## src/include/core_consts.svh

```systemverilog
`ifndef CORE_CONSTS_SVH
`define CORE_CONSTS_SVH

// datapath width
`define XLEN 64

// instruction word width
`define INST_W 32

// register file shape
`define REG_ADDR_W 5
`define REG_COUNT 32

// instruction queue depth, also the sender's credits after reset
`define INST_QUEUE_DEPTH 4

// credits the result port starts with
`define RES_CREDITS 2

// width of the credit counters and the queue occupancy
// must hold INST_QUEUE_DEPTH
`define CREDIT_W 3

`endif

```

## src/source/core_pkg.sv

```systemverilog
`include "core_consts.svh"

package core_pkg;

    // one data word
    typedef logic [`XLEN-1:0] xlen_t;

    // register index
    typedef logic [`REG_ADDR_W-1:0] reg_addr_t;

    // operation carried from decode to execute
    typedef enum logic [3:0] {
        alu_add    = 4'd0,
        alu_sub    = 4'd1,
        alu_sll    = 4'd2,
        alu_slt    = 4'd3,
        alu_sltu   = 4'd4,
        alu_xor    = 4'd5,
        alu_srl    = 4'd6,
        alu_sra    = 4'd7,
        alu_or     = 4'd8,
        alu_and    = 4'd9,
        // lui result is operand b as is
        alu_pass_b = 4'd10
    } alu_op_e;

endpackage

```

## src/source/isa_pkg.sv

```systemverilog
package isa_pkg;

    // instruction field widths
    localparam int opcode_w = 7;
    localparam int funct3_w = 3;
    localparam int funct7_w = 7;

    // funct7 value that selects sub and sra
    localparam logic [funct7_w-1:0] funct7_alt = 7'b0100000;

    // major opcodes handled by the core
    typedef enum logic [opcode_w-1:0] {
        op_imm = 7'b0010011,
        op     = 7'b0110011,
        lui    = 7'b0110111
    } opcode_e;

    // funct3 of the integer ALU group
    typedef enum logic [funct3_w-1:0] {
        f3_add_sub = 3'b000,
        f3_sll     = 3'b001,
        f3_slt     = 3'b010,
        f3_sltu    = 3'b011,
        f3_xor     = 3'b100,
        f3_srl_sra = 3'b101,
        f3_or      = 3'b110,
        f3_and     = 3'b111
    } funct3_e;

endpackage

```

## src/source/decode_unit.sv

```systemverilog
`timescale 1ns/1ps
`include "core_consts.svh"

module decode_unit
    import isa_pkg::*;
    import core_pkg::*;
(
    input  logic               clk,
    input  logic               rst_n,
    input  logic               inst_valid,
    input  logic [`INST_W-1:0] inst,
    output logic               inst_credit,
    output reg_addr_t          rs1_addr,
    output reg_addr_t          rs2_addr,
    input  xlen_t              rs1_data,
    input  xlen_t              rs2_data,
    input  logic               wb_en,
    input  reg_addr_t          wb_rd,
    output logic               ex_valid,
    input  logic               ex_ready,
    output alu_op_e            ex_alu_op,
    output xlen_t              ex_operand_a,
    output xlen_t              ex_operand_b,
    output reg_addr_t          ex_rd,
    output logic               ex_dest_wen,
    output logic               ex_illegal
);

localparam int ptr_w = $clog2(`INST_QUEUE_DEPTH);

logic [`INST_W-1:0]   queue [`INST_QUEUE_DEPTH];
logic [ptr_w-1:0]     wr_ptr;
logic [ptr_w-1:0]     rd_ptr;
logic [`CREDIT_W-1:0] q_count;
logic [`INST_W-1:0]   head;
logic [`REG_COUNT-1:0] busy;

opcode_e             opcode;
funct3_e             funct3;
logic [funct7_w-1:0] funct7;
reg_addr_t           rd_field;
xlen_t               imm_i;
xlen_t               imm_u;
xlen_t               shamt;
logic                alt;
logic                rs1_used;
logic                rs2_used;
logic                legal;
logic                hazard;
logic                issue;

// instruction queue
always_ff @(posedge clk) begin
    if (inst_valid) begin
        queue[wr_ptr] <= inst;
    end
end

always_ff @(posedge clk) begin
    if (!rst_n) begin
        wr_ptr  <= '0;
        rd_ptr  <= '0;
        q_count <= '0;
    end else begin
        if (inst_valid) begin
            wr_ptr <= wr_ptr + 1'b1;
        end
        if (issue) begin
            rd_ptr <= rd_ptr + 1'b1;
        end
        q_count <= q_count + {{(`CREDIT_W-1){1'b0}}, inst_valid}
                           - {{(`CREDIT_W-1){1'b0}}, issue};
    end
end

assign head     = queue[rd_ptr];
assign opcode   = opcode_e'(head[opcode_w-1:0]);
assign funct3   = funct3_e'(head[14:12]);
assign funct7   = head[31:25];
assign rd_field = head[11:7];
assign rs1_addr = head[19:15];
assign rs2_addr = head[24:20];
assign imm_i    = {{(`XLEN-12){head[31]}}, head[31:20]};
assign imm_u    = {{(`XLEN-32){head[31]}}, head[31:12], 12'b0};
assign shamt    = {{(`XLEN-6){1'b0}}, head[25:20]};

always_comb begin
    ex_alu_op    = alu_add;
    ex_operand_a = '0;
    ex_operand_b = '0;
    rs1_used     = 1'b0;
    rs2_used     = 1'b0;
    legal        = 1'b1;
    alt          = 1'b0;
    case (opcode)
        lui: begin
            ex_alu_op    = alu_pass_b;
            ex_operand_b = imm_u;
        end
        op, op_imm: begin
            rs1_used     = 1'b1;
            rs2_used     = (opcode == op);
            ex_operand_a = rs1_data;
            ex_operand_b = (opcode == op) ? rs2_data : imm_i;
            if (opcode == op) begin
                alt   = (funct7 == funct7_alt);
                legal = (funct7 == '0)
                     || (alt && (funct3 == f3_add_sub || funct3 == f3_srl_sra));
            end else if (funct3 == f3_sll || funct3 == f3_srl_sra) begin
                // bit 25 belongs to the 6-bit shamt here
                alt          = (funct7[6:1] == funct7_alt[6:1]);
                legal        = (funct7[6:1] == '0) || (alt && funct3 == f3_srl_sra);
                ex_operand_b = shamt;
            end
            case (funct3)
                f3_add_sub: ex_alu_op = alt ? alu_sub : alu_add;
                f3_sll:     ex_alu_op = alu_sll;
                f3_slt:     ex_alu_op = alu_slt;
                f3_sltu:    ex_alu_op = alu_sltu;
                f3_xor:     ex_alu_op = alu_xor;
                f3_srl_sra: ex_alu_op = alt ? alu_sra : alu_srl;
                f3_or:      ex_alu_op = alu_or;
                default:    ex_alu_op = alu_and;
            endcase
        end
        default: legal = 1'b0;
    endcase
end

assign ex_rd       = rd_field;
assign ex_illegal  = !legal;
assign ex_dest_wen = legal && (rd_field != '0);

// a pending rd also blocks, otherwise the older write-back would clear the newer bit
assign hazard   = (legal && rs1_used && busy[rs1_addr])
               || (legal && rs2_used && busy[rs2_addr])
               || (ex_dest_wen && busy[rd_field]);
assign ex_valid = (q_count != '0) && !hazard;
assign issue    = ex_valid && ex_ready;

// scoreboard and credit return
always_ff @(posedge clk) begin
    if (!rst_n) begin
        busy        <= '0;
        inst_credit <= 1'b0;
    end else begin
        inst_credit <= issue;
        if (wb_en) begin
            busy[wb_rd] <= 1'b0;
        end
        if (issue && ex_dest_wen) begin
            busy[rd_field] <= 1'b1;
        end
    end
end

endmodule

```

## config.mk

```make
export PLATFORM = sky130hd
export DESIGN_NAME = decode_unit
export DESIGN_NICKNAME = d
export VERILOG_FILES = /design/src/source/core_pkg.sv /design/src/source/isa_pkg.sv /design/src/source/decode_unit.sv
export VERILOG_INCLUDE_DIRS = /design/src /design/src/include
export SDC_FILE = /design/constraint.sdc
export NUM_CORES = 1
export LEC_CHECK = 0
export BUFFER_PORTS_ARGS = -buffer_cell sky130_fd_sc_hd__buf_2
export CORE_AREA = 2 2 177 179
export CTS_BUF_LIST = sky130_fd_sc_hd__clkbuf_16
export CTS_CLUSTER_DIAMETER = 30
export DETAILED_ROUTE_END_ITERATION = 16
export DIE_AREA = 0 0 179 181
export GPL_ROUTABILITY_DRIVEN = 1
export SYNTH_ARGS = -nofsm -noshare
export SYNTH_HDL_FRONTEND = slang
export SYNTH_SLANG_ARGS = --single-unit
```

## constraint.sdc

```tcl
create_clock -name clk -period 4.8 [get_ports clk]
set_input_delay 0.96 -clock clk [delete_from_list [all_inputs] [get_ports clk]]
set_output_delay 0.96 -clock clk [all_outputs]
set_load 0.01 [all_outputs]
```

======== After elaboration in Yosys (flattened, before gate mapping) ========
Memories as Yosys holds them, arrays and structs flattened. A register that Yosys moved wholly into a read port is not among the register bits.
Index checks and enable logic that the tools add are counted.
word-level totals
  memories kept ........................... 1
  bits of input ports ..................... 170
  word-level logic and storage cells ...... 91
  memory bits (writable) .................. 128
  flip-flop bits (word level) ............. 40
  output and inout bits ................... 151
operators by class
  multiplexer cells ....................... 34
  order comparisons ....................... 6
  eq/ne operators ......................... 11
  add/sub/neg operators ................... 4
  reductions and logical operators ........ 27
  bitwise logic cells ..................... 3
memories
  memory  words  width  read ports  clocked after Yosys merged registers in  wr ports  line               text
  queue   4      32     1           1                                        1         decode_unit.sv:31  logic [`INST_W-1:0] queue [`INST_QUEUE_DEPTH];
operators by type and width
  operator                                                               number
  64-bit two-way mux                                                     4
  64-bit case mux with 2 select lines                                    1
  32-bit two-way mux                                                     3
  32-bit AND                                                             1
  32-bit NOT                                                             1
  32-bit OR                                                              1
  4-bit case mux with 7 select lines                                     1
  5-bit by 6-bit < comparator with 1-bit output, second input constant   4
  7-bit by 6-bit equality test with 1-bit output, second input constant  3
  1-bit two-way mux                                                      16
  1-bit binary-select mux with 5-bit select                              3
  1-bit logical AND                                                      13
  1-bit demux with 5-bit select                                          2
  5-bit by 1-bit >= comparator with 1-bit output, second input constant  2
  3-bit equality test, second input constant                             3
  4-bit case mux with 2 select lines                                     1
  7-bit by 5-bit equality test with 1-bit output, second input constant  1
  7-bit logical NOT                                                      1
  3-bit by 2-bit equality test with 1-bit output, second input constant  2
  6-bit by 5-bit equality test with 1-bit output, second input constant  1
  6-bit logical NOT                                                      1
  1-bit logical OR                                                       6
  5-bit nonzero test                                                     1
  2-bit by 1-bit adder with 2-bit output, second input constant          2
  other kinds (9)                                                        11

======== Depth between registers and ports, before layout ========
  word-level depth ........................ 15
  depth in mapped cells ................... 19
  depth with buffers taken out ............ 15

======== Worst setup path after synthesis ========
No wires, ideal clock.
  path kind ............................... register -> register
  start point ............................. reg (tool-made name)
  end point ............................... reg q_count[2]
  library setup time ...................... 115 ps
  setup slack ............................. 960 ps
  required time ........................... 4685 ps
  clock period less this slack ............ 3840 ps
  arrival ................................. 3725 ps
  path buffers ............................ 1
  cell stages (with the launch flop) ...... 17
  cell sequence ........................... dfxtp_1 buf_6 mux4_2 or3_1 a2111o_1 o2111a_1 a211oi_2 nand4_1 a31oi_2 nor2_1 xor2_1 ha_1 inv_1 fa_1 xnor2_1 xnor2_1 and2_1
RTL lines
  item                  line               text
  end signal, assigned  decode_unit.sv:71  q_count <= q_count + {{(`CREDIT_W-1){1'b0}}, inst_valid}
  end, declared         decode_unit.sv:34  logic [`CREDIT_W-1:0] q_count;

==> parameters.txt <==
Parameter                              Value

Run status
  Run status ... complete, no violations

Synth
  Total nets after synthesis ... 953
  Syn avg cell area ... 11.6 µm²
  FF+latch count, synth ... 170
  Share of synthesized flip-flops with an asynchronous set or reset ... 0%
  Sequential fraction of the synthesis area ... 52.0%
  Cell count after synthesis ... 777
  Area of the mapped netlist ... 9000 µm²
  Synth unique cells ... 60
  Cell types with the largest area share after synthesis ... sky130_fd_sc_hd__edfxtp_1, sky130_fd_sc_hd__dfxtp_1, sky130_fd_sc_hd__mux4_2
  Synth area leader ... sky130_fd_sc_hd__edfxtp_1
  Number of flops mapped to enable cells by yosys ... 128
  Share of Yosys cell area claimed by the top area cell type ... 42.7%
  Yosys warnings ... 0
  Dominant synthesized flop cell ... sky130_fd_sc_hd__edfxtp_1

Route
  Routed length per placed instance ... 20.0 µm
  Remaining antenna violation count after routing ... 0
  Violation count after the first detailed-route iteration ... 501
  Overall routed net length ... 29700 µm
  Number of iterations in the first detailed-routing pass ... 5
  Total via count after detailed routing ... 7608
  Vias per inst ... 5.12
  Number of remaining DRC errors ... 0

Global routing
  Total global routing overflow ... 0
  Initial antenna violation count ... 7
  Total routing resource utilization after global routing ... 17.8%
  Number of global-route vias before repair ... 7175
  Largest net degree at the start of global routing ... 66
  Global-route wire length before repair ... 43500 µm

Setup path
  Startpoint type of the worst setup path ... flop
  Data required, critical path ... 3.84 ns
  WP data arrival ... 3.54 ns
  Capturing element type of the critical path ... primary output
  Crit path max fanout ... 9
  Critical path class ... reg -> out

Place
  Weighted congestion reported at the end of routability-driven placement ... 0.890
  Post-placement cell area ... 11000 µm²
  Detailed placer's ending HPWL ... 22400 µm
  Port Buffer Count ... 320

STA
  Maximum clock skew at final layout ... 0.0128 ns
  Number of slew-limit violations in the final report ... 0
  Fin. Hold Viols ... 0
  Final cycle utilization of the critical path ... 93.8%
  Peak clock frequency supported by timing ... 222 MHz
  Worst relative slew slack ... 48.8%
  # setup viols final ... 0
  Transition at the pin with the smallest max-transition slack ... 0.768 ns
  Crit path time final ... 4.50 ns
  Unrepaired setup endpoints after global routing ... false
  Sum of negative setup slack ... 0 ns

Clock network
  Maximum clock insertion buffer count ... 2
  Number of clock sinks seen by CTS ... 170
  CTS HTree Levels ... 4
  CTS clock-pin slew for the worst setup and hold paths ... 0.08 ns
  CTS Buf Count ... 17
  Clock Tree Root ... sky130_fd_sc_hd__clkbuf_16
  Post-CTS Hold Fix Bufs ... 0
  Latest clock arrival within the worst-skew pair ... 0.43 ns
  CTS tree ... done

Floorplan
  Die width ... 179 µm
  Total die area ... 32400 µm²
  Core area ... 30300 µm²
  Number of top-level pins ... 321
  DIE HEIGHT ... 181 µm
  Number of standard-cell rows in the floorplan ... 64
  Starting utilization of the core area ... 29.7%

Cells and area
  Utilization after layout ... 38.4%
  Share of cells above drive strength 1 ... 39.9%
  Multi-input gate area ... 4000 µm²
  Final Cell Area ... 11700 µm²
  Area Overhead vs Synth ... 29.5%
  Area used by sequential logic in the layout ... 4690 µm²
  NumNets Final ... 1252
  Number of fill cells ... 2937

Pwr
  Leakage power ... 5.13 nW
  Peak supply drop ... 0.193 mV
  Power density of the placed cells ... 393 nW/µm²

Flow run
  Maximum capacitance violations ... 0

Hold path
  Class of the tightest hold or removal check ... reg -> reg
## through the flow
stage          total power [mW]  hold WS, ns  cells  worst slack (ns)
6_report                   4.59        0.516   1487             0.296
5_1_grt                    4.82        0.538   1486            0.0980
4_1_cts                    4.61        0.510   1482            0.0444
3_5_place_dp               3.21        0.499   1450             0.371
3_3_place_gp               3.19        0.498   1450             0.410
2_1_floorplan              2.71        0.469    777             0.960
## Yosys cell counts (all sizes together), types with 4 or more instances
cell	n
a21oi	11
edfxtp	128
o21ai	55
o2bb2ai	14
nor2	87
nand2	42
or3	4
o31ai	4
a31oi	5
nor2b	6
a22oi	6
o211ai	35
o22ai	10
ha	5
nand2b	9
nor3	7
or2	4
o41ai	11
mux4	32
dfxtp	42
clkbuf	44
mux2i	55
nand3b	7
and2	11
nand3	5
inv	11
and3	70
buf	21
mux2	5
## path summary, 6_finish.rpt
| kind | from | end | slack, ns | cells after the start |
|---|---|---|---|---|
| worst min register to register | rd_ptr[1]$_SDFFE_PN0P_ | rd_ptr[1]$_SDFFE_PN0P_ | 0.52 | 2 |
| worst max-delay path | flop | ex_valid | 0.30 | 9 |
| worst min-delay path | rd_ptr[1]$_SDFFE_PN0P_ | rd_ptr[1]$_SDFFE_PN0P_ | 0.52 | 2 |
| worst max register to register | flop | q_count[2]$_SDFF_PN0_ | 0.57 | 15 |
## area by class of cell
class	count	area share (%)
multi-input cells	531	34.3
clock buffers	17	3.65
repair buffers	345	15.4
diodes	2	0.0429
well taps	396	4.25
clock inverters	15	1.77
inverters	11	0.354
flip-flops and latches	170	40.2
## power by group
group          internal [mW]  switching, mW  total, mW
Clock                  0.718          0.676       1.39
Combinational          0.572          0.915       1.49
Sequential              1.66         0.0464       1.71
Total                   2.95           1.64       4.59
## per-layer routing
metal  vias to the layer above  wire (µm)  track usage, %
li1                       3575          -               -
met2                       310      13700            28.1
met5                         -         67               0
met4                        10        543            5.11
met3                        46       2390            5.03
met1                      3667      13000            23.9
## flip-flops by register name, summed over array words and instances, names as in the netlist, named ones only
| name | flops |
|---|---|
| rd_ptr | 2 |
| busy | 32 |
| wr_ptr | 2 |
| queue | 128 |
| inst_credit | 1 |
| q_count | 3 |
## what timing repair did
item | CTS | global route
gates resized for setup | 0 | 3
setup endpoints to repair | 0 | 1
buffers inserted | 0 | 3
## placed cells by master, fill, tap and decap left out, types with 14 or more instances in the layout
| master | Yosys | layout |
|---|---|---|
| sky130_fd_sc_hd__and3_1 | 70 | 70 |
| sky130_fd_sc_hd__buf_2 | 11 | 320 |
| sky130_fd_sc_hd__buf_4 | 1 | 24 |
| sky130_fd_sc_hd__clkbuf_16 | 0 | 17 |
| sky130_fd_sc_hd__dfxtp_1 | 42 | 40 |
| sky130_fd_sc_hd__edfxtp_1 | 128 | 128 |
| sky130_fd_sc_hd__mux2i_1 | 55 | 55 |
| sky130_fd_sc_hd__mux4_2 | 32 | 32 |
| sky130_fd_sc_hd__nand2_1 | 42 | 41 |
| sky130_fd_sc_hd__nor2_1 | 85 | 85 |
| sky130_fd_sc_hd__o211ai_1 | 35 | 35 |
| sky130_fd_sc_hd__o21ai_0 | 55 | 54 |
| sky130_fd_sc_hd__o2bb2ai_1 | 14 | 14 |
## worst max-delay path: stages (launching register included)
cell and delay [ns]:
sky130_fd_sc_hd__dfxtp_4 0.45, sky130_fd_sc_hd__mux4_2 0.54, sky130_fd_sc_hd__or3_1 0.41, sky130_fd_sc_hd__a2111o_1 0.39, sky130_fd_sc_hd__o2111a_1 0.13, sky130_fd_sc_hd__a211oi_2 0.33, sky130_fd_sc_hd__nand4_1 0.27, sky130_fd_sc_hd__a31oi_2 0.34
sky130_fd_sc_hd__nor2_1 0.10, sky130_fd_sc_hd__buf_2 0.15
## kinds of logic after synthesis
group	after synthesis	synth area share, %
compound gates	166	13.0
xor+xnor	5	0.486
simple gates	262	15.2
flops	170	52.0
mux	92	14.7
fa+ha+maj	6	0.917
buf+inv	76	3.71
Power figures use the tool's default switching activity.
