<file path="config.mk">
export PLATFORM = sky130hd
export DESIGN_NAME = result_unit
export DESIGN_NICKNAME = d
export VERILOG_FILES = /design/src/source/core_pkg.sv /design/src/source/result_unit.sv
export VERILOG_INCLUDE_DIRS = /design/src /design/src/include
export SDC_FILE = /design/constraint.sdc
export NUM_CORES = 1
export LEC_CHECK = 0
export ABC_AREA = 1
export BUFFER_PORTS_ARGS = -buffer_cell sky130_fd_sc_hd__buf_2
export CAP_MARGIN = 20
export CELL_PAD_IN_SITES_DETAIL_PLACEMENT = 0
export CELL_PAD_IN_SITES_GLOBAL_PLACEMENT = 1
export CORE_MARGIN = 1
export CORE_UTILIZATION = 33
export CTS_BUF_LIST = sky130_fd_sc_hd__clkbuf_8
export CTS_CLUSTER_SIZE = 20
export DETAILED_ROUTE_END_ITERATION = 10
export PLACE_DENSITY_LB_ADDON = 0.1
export SYNTH_ARGS = -nofsm -noshare
export SYNTH_HDL_FRONTEND = slang
export SYNTH_SLANG_ARGS = --single-unit
</file>
<file path="constraint.sdc">
create_clock -name clk -period 5.09 [get_ports clk]
set_clock_uncertainty 0.2 [all_clocks]
set_input_delay 0.509 -clock clk [delete_from_list [all_inputs] [get_ports clk]]
set_output_delay 0.509 -clock clk [all_outputs]
set_load 0.01 [all_outputs]
</file>
<file path="src/include/core_consts.svh">
`ifndef CORE_CONSTS_SVH
`define CORE_CONSTS_SVH

// datapath width
`define XLEN 64

// instruction word width
`define INST_W 32

// register file shape
`define REG_ADDR_W 5
`define REG_COUNT 32

// instruction queue depth, also the sender's credits after reset
`define INST_QUEUE_DEPTH 4

// credits the result port starts with
`define RES_CREDITS 2

// width of the credit counters and the queue occupancy
// must hold INST_QUEUE_DEPTH
`define CREDIT_W 3

`endif

</file>
<file path="src/source/core_pkg.sv">
`include "core_consts.svh"

package core_pkg;

    // one data word
    typedef logic [`XLEN-1:0] xlen_t;

    // register index
    typedef logic [`REG_ADDR_W-1:0] reg_addr_t;

    // operation carried from decode to execute
    typedef enum logic [3:0] {
        alu_add    = 4'd0,
        alu_sub    = 4'd1,
        alu_sll    = 4'd2,
        alu_slt    = 4'd3,
        alu_sltu   = 4'd4,
        alu_xor    = 4'd5,
        alu_srl    = 4'd6,
        alu_sra    = 4'd7,
        alu_or     = 4'd8,
        alu_and    = 4'd9,
        // lui result is operand b as is
        alu_pass_b = 4'd10
    } alu_op_e;

endpackage

</file>
<file path="src/source/result_unit.sv">
`timescale 1ns/1ps
`include "core_consts.svh"

module result_unit
    import core_pkg::*;
(
    input  logic      clk,
    input  logic      rst_n,
    input  logic      res_in_valid,
    output logic      res_in_ready,
    input  reg_addr_t res_in_rd,
    input  xlen_t     res_in_data,
    input  logic      res_in_dest_wen,
    input  logic      res_in_illegal,
    output logic      res_valid,
    output reg_addr_t res_rd,
    output xlen_t     res_data,
    output logic      res_illegal,
    input  logic      res_credit,
    output logic      wb_en,
    output reg_addr_t wb_rd,
    output xlen_t     wb_data
);

logic                 valid_q;
reg_addr_t            rd_q;
xlen_t                data_q;
logic                 dest_wen_q;
logic                 illegal_q;
logic [`CREDIT_W-1:0] credit_cnt;
logic                 retire;

// retire only with an output credit in hand
assign retire       = valid_q && (credit_cnt != '0);
assign res_in_ready = !valid_q || retire;

always_ff @(posedge clk) begin
    if (!rst_n) begin
        valid_q    <= 1'b0;
        credit_cnt <= `CREDIT_W'(`RES_CREDITS);
    end else begin
        if (res_in_ready) begin
            valid_q <= res_in_valid;
        end
        credit_cnt <= credit_cnt + {{(`CREDIT_W-1){1'b0}}, res_credit}
                                 - {{(`CREDIT_W-1){1'b0}}, retire};
    end
end

always_ff @(posedge clk) begin
    if (res_in_valid && res_in_ready) begin
        rd_q       <= res_in_rd;
        data_q     <= res_in_data;
        dest_wen_q <= res_in_dest_wen;
        illegal_q  <= res_in_illegal;
    end
end

assign res_valid   = retire;
assign res_rd      = rd_q;
assign res_data    = data_q;
assign res_illegal = illegal_q;

// write-back on the same edge the result leaves
assign wb_en   = retire && dest_wen_q;
assign wb_rd   = rd_q;
assign wb_data = data_q;

endmodule

</file>
### Word-level counts from Yosys, hierarchy flattened

Cells that the tools add are included.

| storage, ports and cells | value |
|---|---|
| register bits after elaboration | 75 |
| input port bits | 75 |
| word-level logic and storage cells | 14 |

| operators by class | value |
|---|---|
| add/sub/neg operators | 2 |
| reductions and logical operators | 6 |

Operators with widths:

| operator | count |
|---|---|
| $add 3x1->3 | 1 |
| $logic_and 1x1->1 | 3 |
| $reduce_bool 3->1 | 1 |
| $sub 3x1->3 | 1 |
| $logic_not 1->1 | 1 |
| $logic_or 1x1->1 | 1 |

### Logic depth before layout (Yosys ltp)

Gate-level depths: netlist (run 1).

| depth | value |
|---|---|
| depth after elaboration | 4 |
| depth in mapped cells | 10 |
| gate-level depth less buffers | 10 |

### Worst setup path after synthesis (run 1)

No wires, ideal clock.

| path | value |
|---|---|
| kind | flip-flop to flip-flop |
| from | reg credit_cnt[1] |
| to | reg dest_wen_q (enable) |
| library setup time | 0.425 ns |
| arrival | 1.976 ns |
| required time | 4.465 ns |
| setup slack | 2.489 ns |
| cell stages (with the launch flop) | 5 |
| buffers on the path | 0 |
| cells stage by stage | dfxtp_1 -> nor2_1 -> nand3_2 -> nand2_1 -> inv_1 |

| between the ends | value |
|---|---|
| longest elaborated chain between the ends | 4 |

RTL lines:

| what | line | RTL |
|---|---|---|
| start, declared | result_unit.sv:30 | `` logic [`CREDIT_W-1:0] credit_cnt; `` |
| start signal, assigned | result_unit.sv:40 | `` credit_cnt <= `CREDIT_W'(`RES_CREDITS); `` |
| start signal, assigned | result_unit.sv:45 | `` credit_cnt <= credit_cnt + {{(`CREDIT_W-1){1'b0}}, res_credit} `` |
| $reduce_bool 3->1 | result_unit.sv:34 | `assign retire = valid_q && (credit_cnt != '0);` |
| $logic_and 1x1->1 | result_unit.sv:34 |  |
| $logic_or 1x1->1 | result_unit.sv:35 | `assign res_in_ready = !valid_q \|\| retire;` |
| net res_in_ready | result_unit.sv:10 | `output logic res_in_ready,` |
| $logic_and 1x1->1 | result_unit.sv:51 | `if (res_in_valid && res_in_ready) begin` |
| end signal, assigned | result_unit.sv:54 | `dest_wen_q <= res_in_dest_wen;` |
| end, declared | result_unit.sv:28 | `logic dest_wen_q;` |

The timed path passes the listed nets, and every way through them passes these cells.
A chain may end at the register's enable or synchronous reset.

### Worst setup path after layout (run 1)

| path | value |
|---|---|
| from | reg credit_cnt[1] |
| to | reg data_q[61], in the netlist res_data[61] (enable) |

| between the ends | value |
|---|---|
| longest elaborated chain between the ends | 4 |

RTL lines:

| what | line | RTL |
|---|---|---|
| $reduce_bool 3->1 | result_unit.sv:34 |  |
| $logic_and 1x1->1 | result_unit.sv:34 |  |
| $logic_or 1x1->1 | result_unit.sv:35 |  |
| $logic_and 1x1->1 | result_unit.sv:51 |  |
| end signal, assigned | result_unit.sv:53 | `data_q <= res_in_data;` |
| end, declared | result_unit.sv:27 | `xlen_t data_q;` |

Every way passes these cells.

==> results of run 1 <==
## cells in the final DEF (no fill, tap or decap), drive strengths merged, types with 3 or more instances in the layout
master	synthesis	routed
dfxtp	4	4
clkbuf	0	9
nand3	3	3
nand2	6	6
buf	69	217
clkinv	0	3
nor2	3	3
inv	10	11
edfxtp	71	71
## state kept, by name, summed over array words and instances, names as in the netlist
signal       cells
res_illegal      1
valid_q          1
res_rd           5
res_data        64
credit_cnt       3
dest_wen_q       1
## area by class of cell
| type | count | area, um^2 |
|---|---|---|
| clock buffer | 9 | 124 |
| inverter | 10 | 37.5 |
| timing repair buffer | 217 | 1090 |
| sequential | 75 | 2210 |
| clock inverter | 7 | 83.8 |
| multi-input combinational | 18 | 115 |
| fill | 802 | 4550 |
| tap | 105 | 131 |
## metrics by stage
stage / instances / hold slack [ns] / area [um^2]
6_report: 441 / 0.147 / 3790
5_1_grt: 441 / 0.111 / 3790
4_1_cts: 441 / 0.121 / 3790
3_5_place_dp: 425 / 0.325 / 3580
3_3_place_gp: 425 / 0.312 / 3580
2_1_floorplan: 172 / 0.331 / 2880
## power by group through the flow
| stage | logic [W] | clock network (W) | registers [W] |
|---|---|---|---|
| 2_1_floorplan | 0.000112 | 0 | 0.000794 |
| 3_3_place_gp | 0.000192 | 0 | 0.000772 |
| 3_5_place_dp | 0.000194 | 0 | 0.000773 |
| 4_1_cts | 0.000194 | 0.000491 | 0.000760 |
| 5_1_grt | 0.000214 | 0.000516 | 0.000766 |
| 6_report | 0.000191 | 0.000470 | 0.000758 |
## how the worst max path moves through the flow
stage | start | endpoint | slack, ns | depth (start not counted)
floorplan | credit_cnt[1] | dest_wen_q | 2.49 | 4
global placement | res_in_valid | res_data[24] | 2.78 | 4
detailed placement | res_in_valid | res_data[16] | 2.77 | 4
CTS | credit_cnt[1] | res_data[22] | 2.78 | 5
global route | credit_cnt[1] | res_data[6] | 2.64 | 5
finish | credit_cnt[1] | res_data[61] | 2.85 | 5
## metal layers
metal	wire length, um	vias up
li1	-	839
met1	2090	789
met2	2960	104
met3	538	6
met4	50	0
met5	0	-
## logic make-up (layout without fill, tap and decap cells)
group	count (synthesis)	in the layout	synth area share, %
AOI/OAI and AO/OA	4	4	0.911
adders and majority gates	2	2	1.13
buffers and inverters	79	243	19.3
DFF	75	75	76.7
and+or+nand+nor	12	12	1.95
==> results.py, run 1 <==
metrics = {
    "clock_network": {
        "ctsResizeCount": 0,
        "cts_buffers": 9,
        "hold_buffers": 0,
        "cts_setup_buffers": 0,
        "cts_tree": "built",
        "cts_root_buf": "clkbuf_8",
        "cts_max_path_buffers": 2,
        "clk_pin_slew_ns": 0.08,
        "htreeDepth": 3,
        "cts.sinks": 75,
        "clock_latency_ns": 0.33,
    },
    "timing": {
        "slew_headroom_pct": 53.3,
        "tightestPinTransition_ns": 0.700,
        "setup_viol": 0,
        "rsz0062_at_grt": "no",
        "slew_violations": 0,
        "fmax_ghz": 0.447,
        "fin_crit_ns": 2.24,
        "fin_tns_setup_ns": 0,
        "setup_ws_ns": 2.85,
        "finalCritPeriodShare_pct": 44.0,
        "hold_viol_final": 0,
    },
    "route": {
        "via_per_inst": 3.94,
        "drcViolationCount": 0,
        "drtAntennaViolNets": 0,
        "finalWirelength_um": 5640,
        "vias": 1738,
        "drt-wirelength-per-cell_um": 12.8,
        "firstDrtPassIters": 4,
        "drtIter0Drc": 13,
    },
    "worst_setup_path": {
        "crit_type": "reg2reg",
        "reg2reg_slack_ns": 2.85,
        "rr_endpoint": "res_data[61]",
        "critical_path_buf_inv_count": 2,
        "crit_path_max_incr_delay_ns": 0.52,
        "r2r-start": "credit_cnt[1]",
        "cp-end-kind": "register",
        "crit_chain": "nor2_1 -> nand3_2 -> nand2_1 -> inv_2 -> buf_4",
        "ff2ff_path_depth": 5,
        "cp.required_ns": 4.87,
        "critical_path_arrival_ns": 2.01,
        "crit_path_start_kind": "register",
        "worstPathMaxFanout": 37,
        "cp_top_family": "buffers and inverters",
        "slowest_stage": "buf_4",
    },
    "die": {
        "placement_rows": 33,
        "chipHeight_um": 95.5,
        "ios": 217,
        "die_area_um2": 9110,
        "fp.dieW_um": 95.5,
        "initial_utilization_pct": 34.6,
        "core_region_area_um2": 8340,
    },
    "yosys": {
        "synth_commonest_cells": "71 x edfxtp_1, 69 x buf_4, 10 x inv_1",
        "yosysMostFrequentCell": "edfxtp_1",
        "syn_area_um2": 2880,
        "synthCells": 172,
        "synth.top_cell.area_share_pct": 74.0,
        "ys_ff_latch": 75,
        "synth_nets": 249,
        "ys_types": 15,
        "ys_seq_area_share_pct": 76.7,
        "synthArstFlopShare_pct": 0,
        "avgSynthCellArea_um2": 16.8,
        "synth_area_leaders": "edfxtp_1 74%, buf_4 18%, dfxtp_1 2.8%",
        "synthFlopType": "edfxtp_1",
        "synth_edf_count": 71,
        "synth_warnings": 0,
        "synth_top_area_cell": "edfxtp_1",
    },
    "pwr": {
        "seq_power_share_pct": 53.4,
        "ir_drop_mv": 0.184,
        "p_clk_share_pct": 33.1,
        "switchingPower_w": 0.000332,
        "leakage_nw": 1.79,
        "pwr-share-comb_pct": 13.5,
        "p_sw_share_pct": 23.4,
        "total_power_w": 0.00142,
        "intPower_w": 0.00109,
        "p_per_area_nw_per_um2": 374,
    },
    "final_layout": {
        "antenna_cells": 0,
        "final_nets": 408,
        "fin_util_pct": 45.5,
        "synthToLayoutAreaGrowth_pct": 31.6,
        "drive_gt1_share_pct": 69.6,
    },
    "grt": {
        "grt.total_usage_pct": 11.3,
        "met2_usage_pct": 18.5,
        "grt_use_met1_pct": 12.8,
        "grt_util_met3_pct": 4.70,
        "grt_pass1_wl_um": 7250,
        "busiest_layer": "met2",
        "grt_max_degree": 38,
        "first_global_vias": 1456,
        "grt.overflow.total": 0,
        "antenna_found_initial": 0,
    },
    "placement": {
        "pre_cts_ws_ns": 2.77,
        "hpwlAfterDp_um": 4420,
        "routabilityCongestion": 0.683,
        "port_buffers": 216,
    },
    "job": {
        "maxCapViolCount": 0,
    },
    "worst_hold_path": {
        "worstHoldStart": "res_in_data[32]",
        "hold_path_depth": 1,
        "min_to": "res_data[32]",
        "hp-class": "in2reg",
    },
    "run_status": {
        "status": "completed",
    },
}
(Power assumes the default switching activity.)
==> run 2, diff against run 1 <==
--- a/config.mk
+++ b/config.mk
@@ -12,7 +12,7 @@
 export CELL_PAD_IN_SITES_DETAIL_PLACEMENT = 0
 export CELL_PAD_IN_SITES_GLOBAL_PLACEMENT = 1
 export CORE_MARGIN = 1
-export CORE_UTILIZATION = 33
+export CORE_UTILIZATION = 28
 export CTS_BUF_LIST = sky130_fd_sc_hd__clkbuf_8
 export CTS_CLUSTER_SIZE = 20
 export DETAILED_ROUTE_END_ITERATION = 10
==> constraint.sdc (replaced) <==
create_clock -name clk -period 2.05 [get_ports clk]
set_clock_uncertainty 0.2 [all_clocks]
set_input_delay 0.205 -clock clk [delete_from_list [all_inputs] [get_ports clk]]
set_output_delay 0.205 -clock clk [all_outputs]
set_load 0.01 [all_outputs]
==> run 2 against run 1 <==
Against the previous run: sequential share of layout area decreased by 9.9 points; clock power rose by 130%; combinational power increased to 3.1 times the previous value; sequential cell count stayed put; sequential power grew 150%; fmax grew 25%; critical path depth grew 4; global-route usage barely moved; critical endpoint is now credit_cnt[2]; largest power group unchanged; highest routed layer unchanged.
==> results.py, run 2 (synthesized netlist as in run 1, its figures left out) <==
metrics = {
    "die": {
        "ios": 217,
        "die_area_um2": 10700,
        "initial_utilization_pct": 29.2,
        "chipHeight_um": 103,
        "core_region_area_um2": 9860,
        "placement_rows": 36,
        "fp.dieW_um": 103,
    },
    "clock_network": {
        "ctsResizeCount": 0,
        "clk_pin_slew_ns": 0.08,
        "hold_buffers": 74,
        "cts.sinks": 75,
        "cts_root_buf": "clkbuf_8",
        "cts_setup_buffers": 0,
        "cts_tree": "built",
        "cts_buffers": 9,
        "cts_max_path_buffers": 2,
        "clock_latency_ns": 0.34,
        "htreeDepth": 3,
    },
    "timing": {
        "hold_viol_final": 0,
        "slew_violations": 0,
        "rsz0062_at_grt": "no",
        "fin_crit_ns": 1.79,
        "fmax_ghz": 0.560,
        "finalCritPeriodShare_pct": 87.1,
        "hold_ws_ns": 0.343,
        "slew_headroom_pct": 67.6,
        "fin_tns_setup_ns": 0,
        "tightestPinTransition_ns": 0.486,
        "setup_viol": 0,
    },
    "worst_hold_path": {
        "min_to": "valid_q",
        "worstHoldStart": "valid_q",
        "hp-class": "reg2reg",
        "hold_path_depth": 2,
    },
    "worst_setup_path": {
        "crit_path_start_kind": "register",
        "cp.required_ns": 2.08,
        "cp-end-kind": "register",
        "crit_type": "reg2reg",
        "rr_endpoint": "credit_cnt[2]",
        "reg2reg_slack_ns": 0.26,
        "ff2ff_path_depth": 9,
        "critical_path_arrival_ns": 1.82,
        "r2r-start": "credit_cnt[1]",
        "worstPathMaxFanout": 4,
    },
    "pwr": {
        "ir_drop_mv": 0.300,
        "total_power_w": 0.00358,
        "p_per_area_nw_per_um2": 783,
        "leakage_nw": 2.09,
    },
    "route": {
        "drtIter0Drc": 23,
        "via_per_inst": 3.73,
        "vias": 2030,
        "firstDrtPassIters": 4,
        "drtAntennaViolNets": 0,
        "finalWirelength_um": 6530,
        "drcViolationCount": 0,
        "drt-wirelength-per-cell_um": 12.0,
    },
    "grt": {
        "grt_pass1_wl_um": 8700,
        "first_global_vias": 1851,
        "grt.total_usage_pct": 11.3,
        "grt_max_degree": 39,
        "antenna_found_initial": 0,
        "grt.overflow.total": 0,
    },
    "placement": {
        "port_buffers": 216,
        "place_area_um2": 3640,
        "hpwlAfterDp_um": 4750,
        "routabilityCongestion": 0.656,
        "dp.cells": 454,
    },
    "final_layout": {
        "drive_gt1_share_pct": 58.6,
        "layout.cells.non_filler": 544,
        "fin_area_um2": 4570,
        "num-fill-cells": 906,
        "largest_reg_flops": 64,
        "layout_commonest_cell": "buf_2",
        "final_nets": 483,
        "synthToLayoutAreaGrowth_pct": 58.6,
        "antenna_cells": 0,
        "final_cell_mix": "216 x buf_2, 74 x dlygate4sd3_1, 71 x edfxtp_1",
    },
    "run_status": {
        "status": "completed",
    },
    "job": {
        "maxCapViolCount": 0,
    },
}
[run 2: cell count changes in the layout (fill, tap and decap cells not counted), sizes merged]
cell         change
clkinvlp         +2
bufinv           -1
clkinv           +1
buf              +1
dlygate4sd3     +74
inv              -2
[run 2: per-layer routing]
layer | up-vias | GRT usage [%] | wire length (um)
met5 | - | 0 | 0
met4 | 0 | 4.55 | 52
met3 | 6 | 3.56 | 304
met2 | 87 | 20.9 | 3690
met1 | 948 | 11.9 | 2490
li1 | 989 | - | -
[run 2: layout make-up]
class | instances | area, um^2 | share of cell area, %
clock buffer | 9 | 124 | 2.71
clock inverter | 7 | 68.8 | 1.51
inverter | 10 | 41.3 | 0.903
timing repair buffer | 292 | 1840 | 40.2
multi-input combinational | 18 | 120 | 2.63
tap | 133 | 166 | 3.64
sequential | 75 | 2210 | 48.4
[run 2: critical path, stage by stage (launching register included)]
cell and delay [ns]:
dfxtp_2 0.38, inv_1 0.06, nand2_2 0.09, nand3_1 0.09, o21ai_0 0.10, ha_1 0.17, inv_1 0.05, fa_1 0.37
a21oi_1 0.13, nor2_1 0.06
[run 2: where the power goes]
part           leakage [nW]  switching [W]  internal, W
Clock                0.0950       0.000538     0.000557
Combinational          1.27       0.000292     0.000301
Sequential            0.726      0.0000654      0.00182
Total                  2.09       0.000896      0.00268
[run 2: through the flow]
step | setup slack [ns] | utilization [%]
after detailed placement | 0.272 | 36.9
final | 0.264 | 46.3
after global placement | 0.305 | 36.9
after CTS | 0.251 | 46.3
after floorplan | -0.229 | -
after global routing | 0.122 | 46.3
[run 2: worst max-delay path by stage]
stage | to | start | slack [ns] | cells past startpoint
finish | credit_cnt[2] | credit_cnt[1] | 0.26 | 9
global route | credit_cnt[2] | credit_cnt[1] | 0.12 | 10
CTS | credit_cnt[2] | credit_cnt[1] | 0.25 | 9
detailed placement | credit_cnt[2] | credit_cnt[1] | 0.27 | 9
global placement | credit_cnt[2] | credit_cnt[1] | 0.31 | 9
floorplan | dest_wen_q | credit_cnt[1] | -0.23 | 4
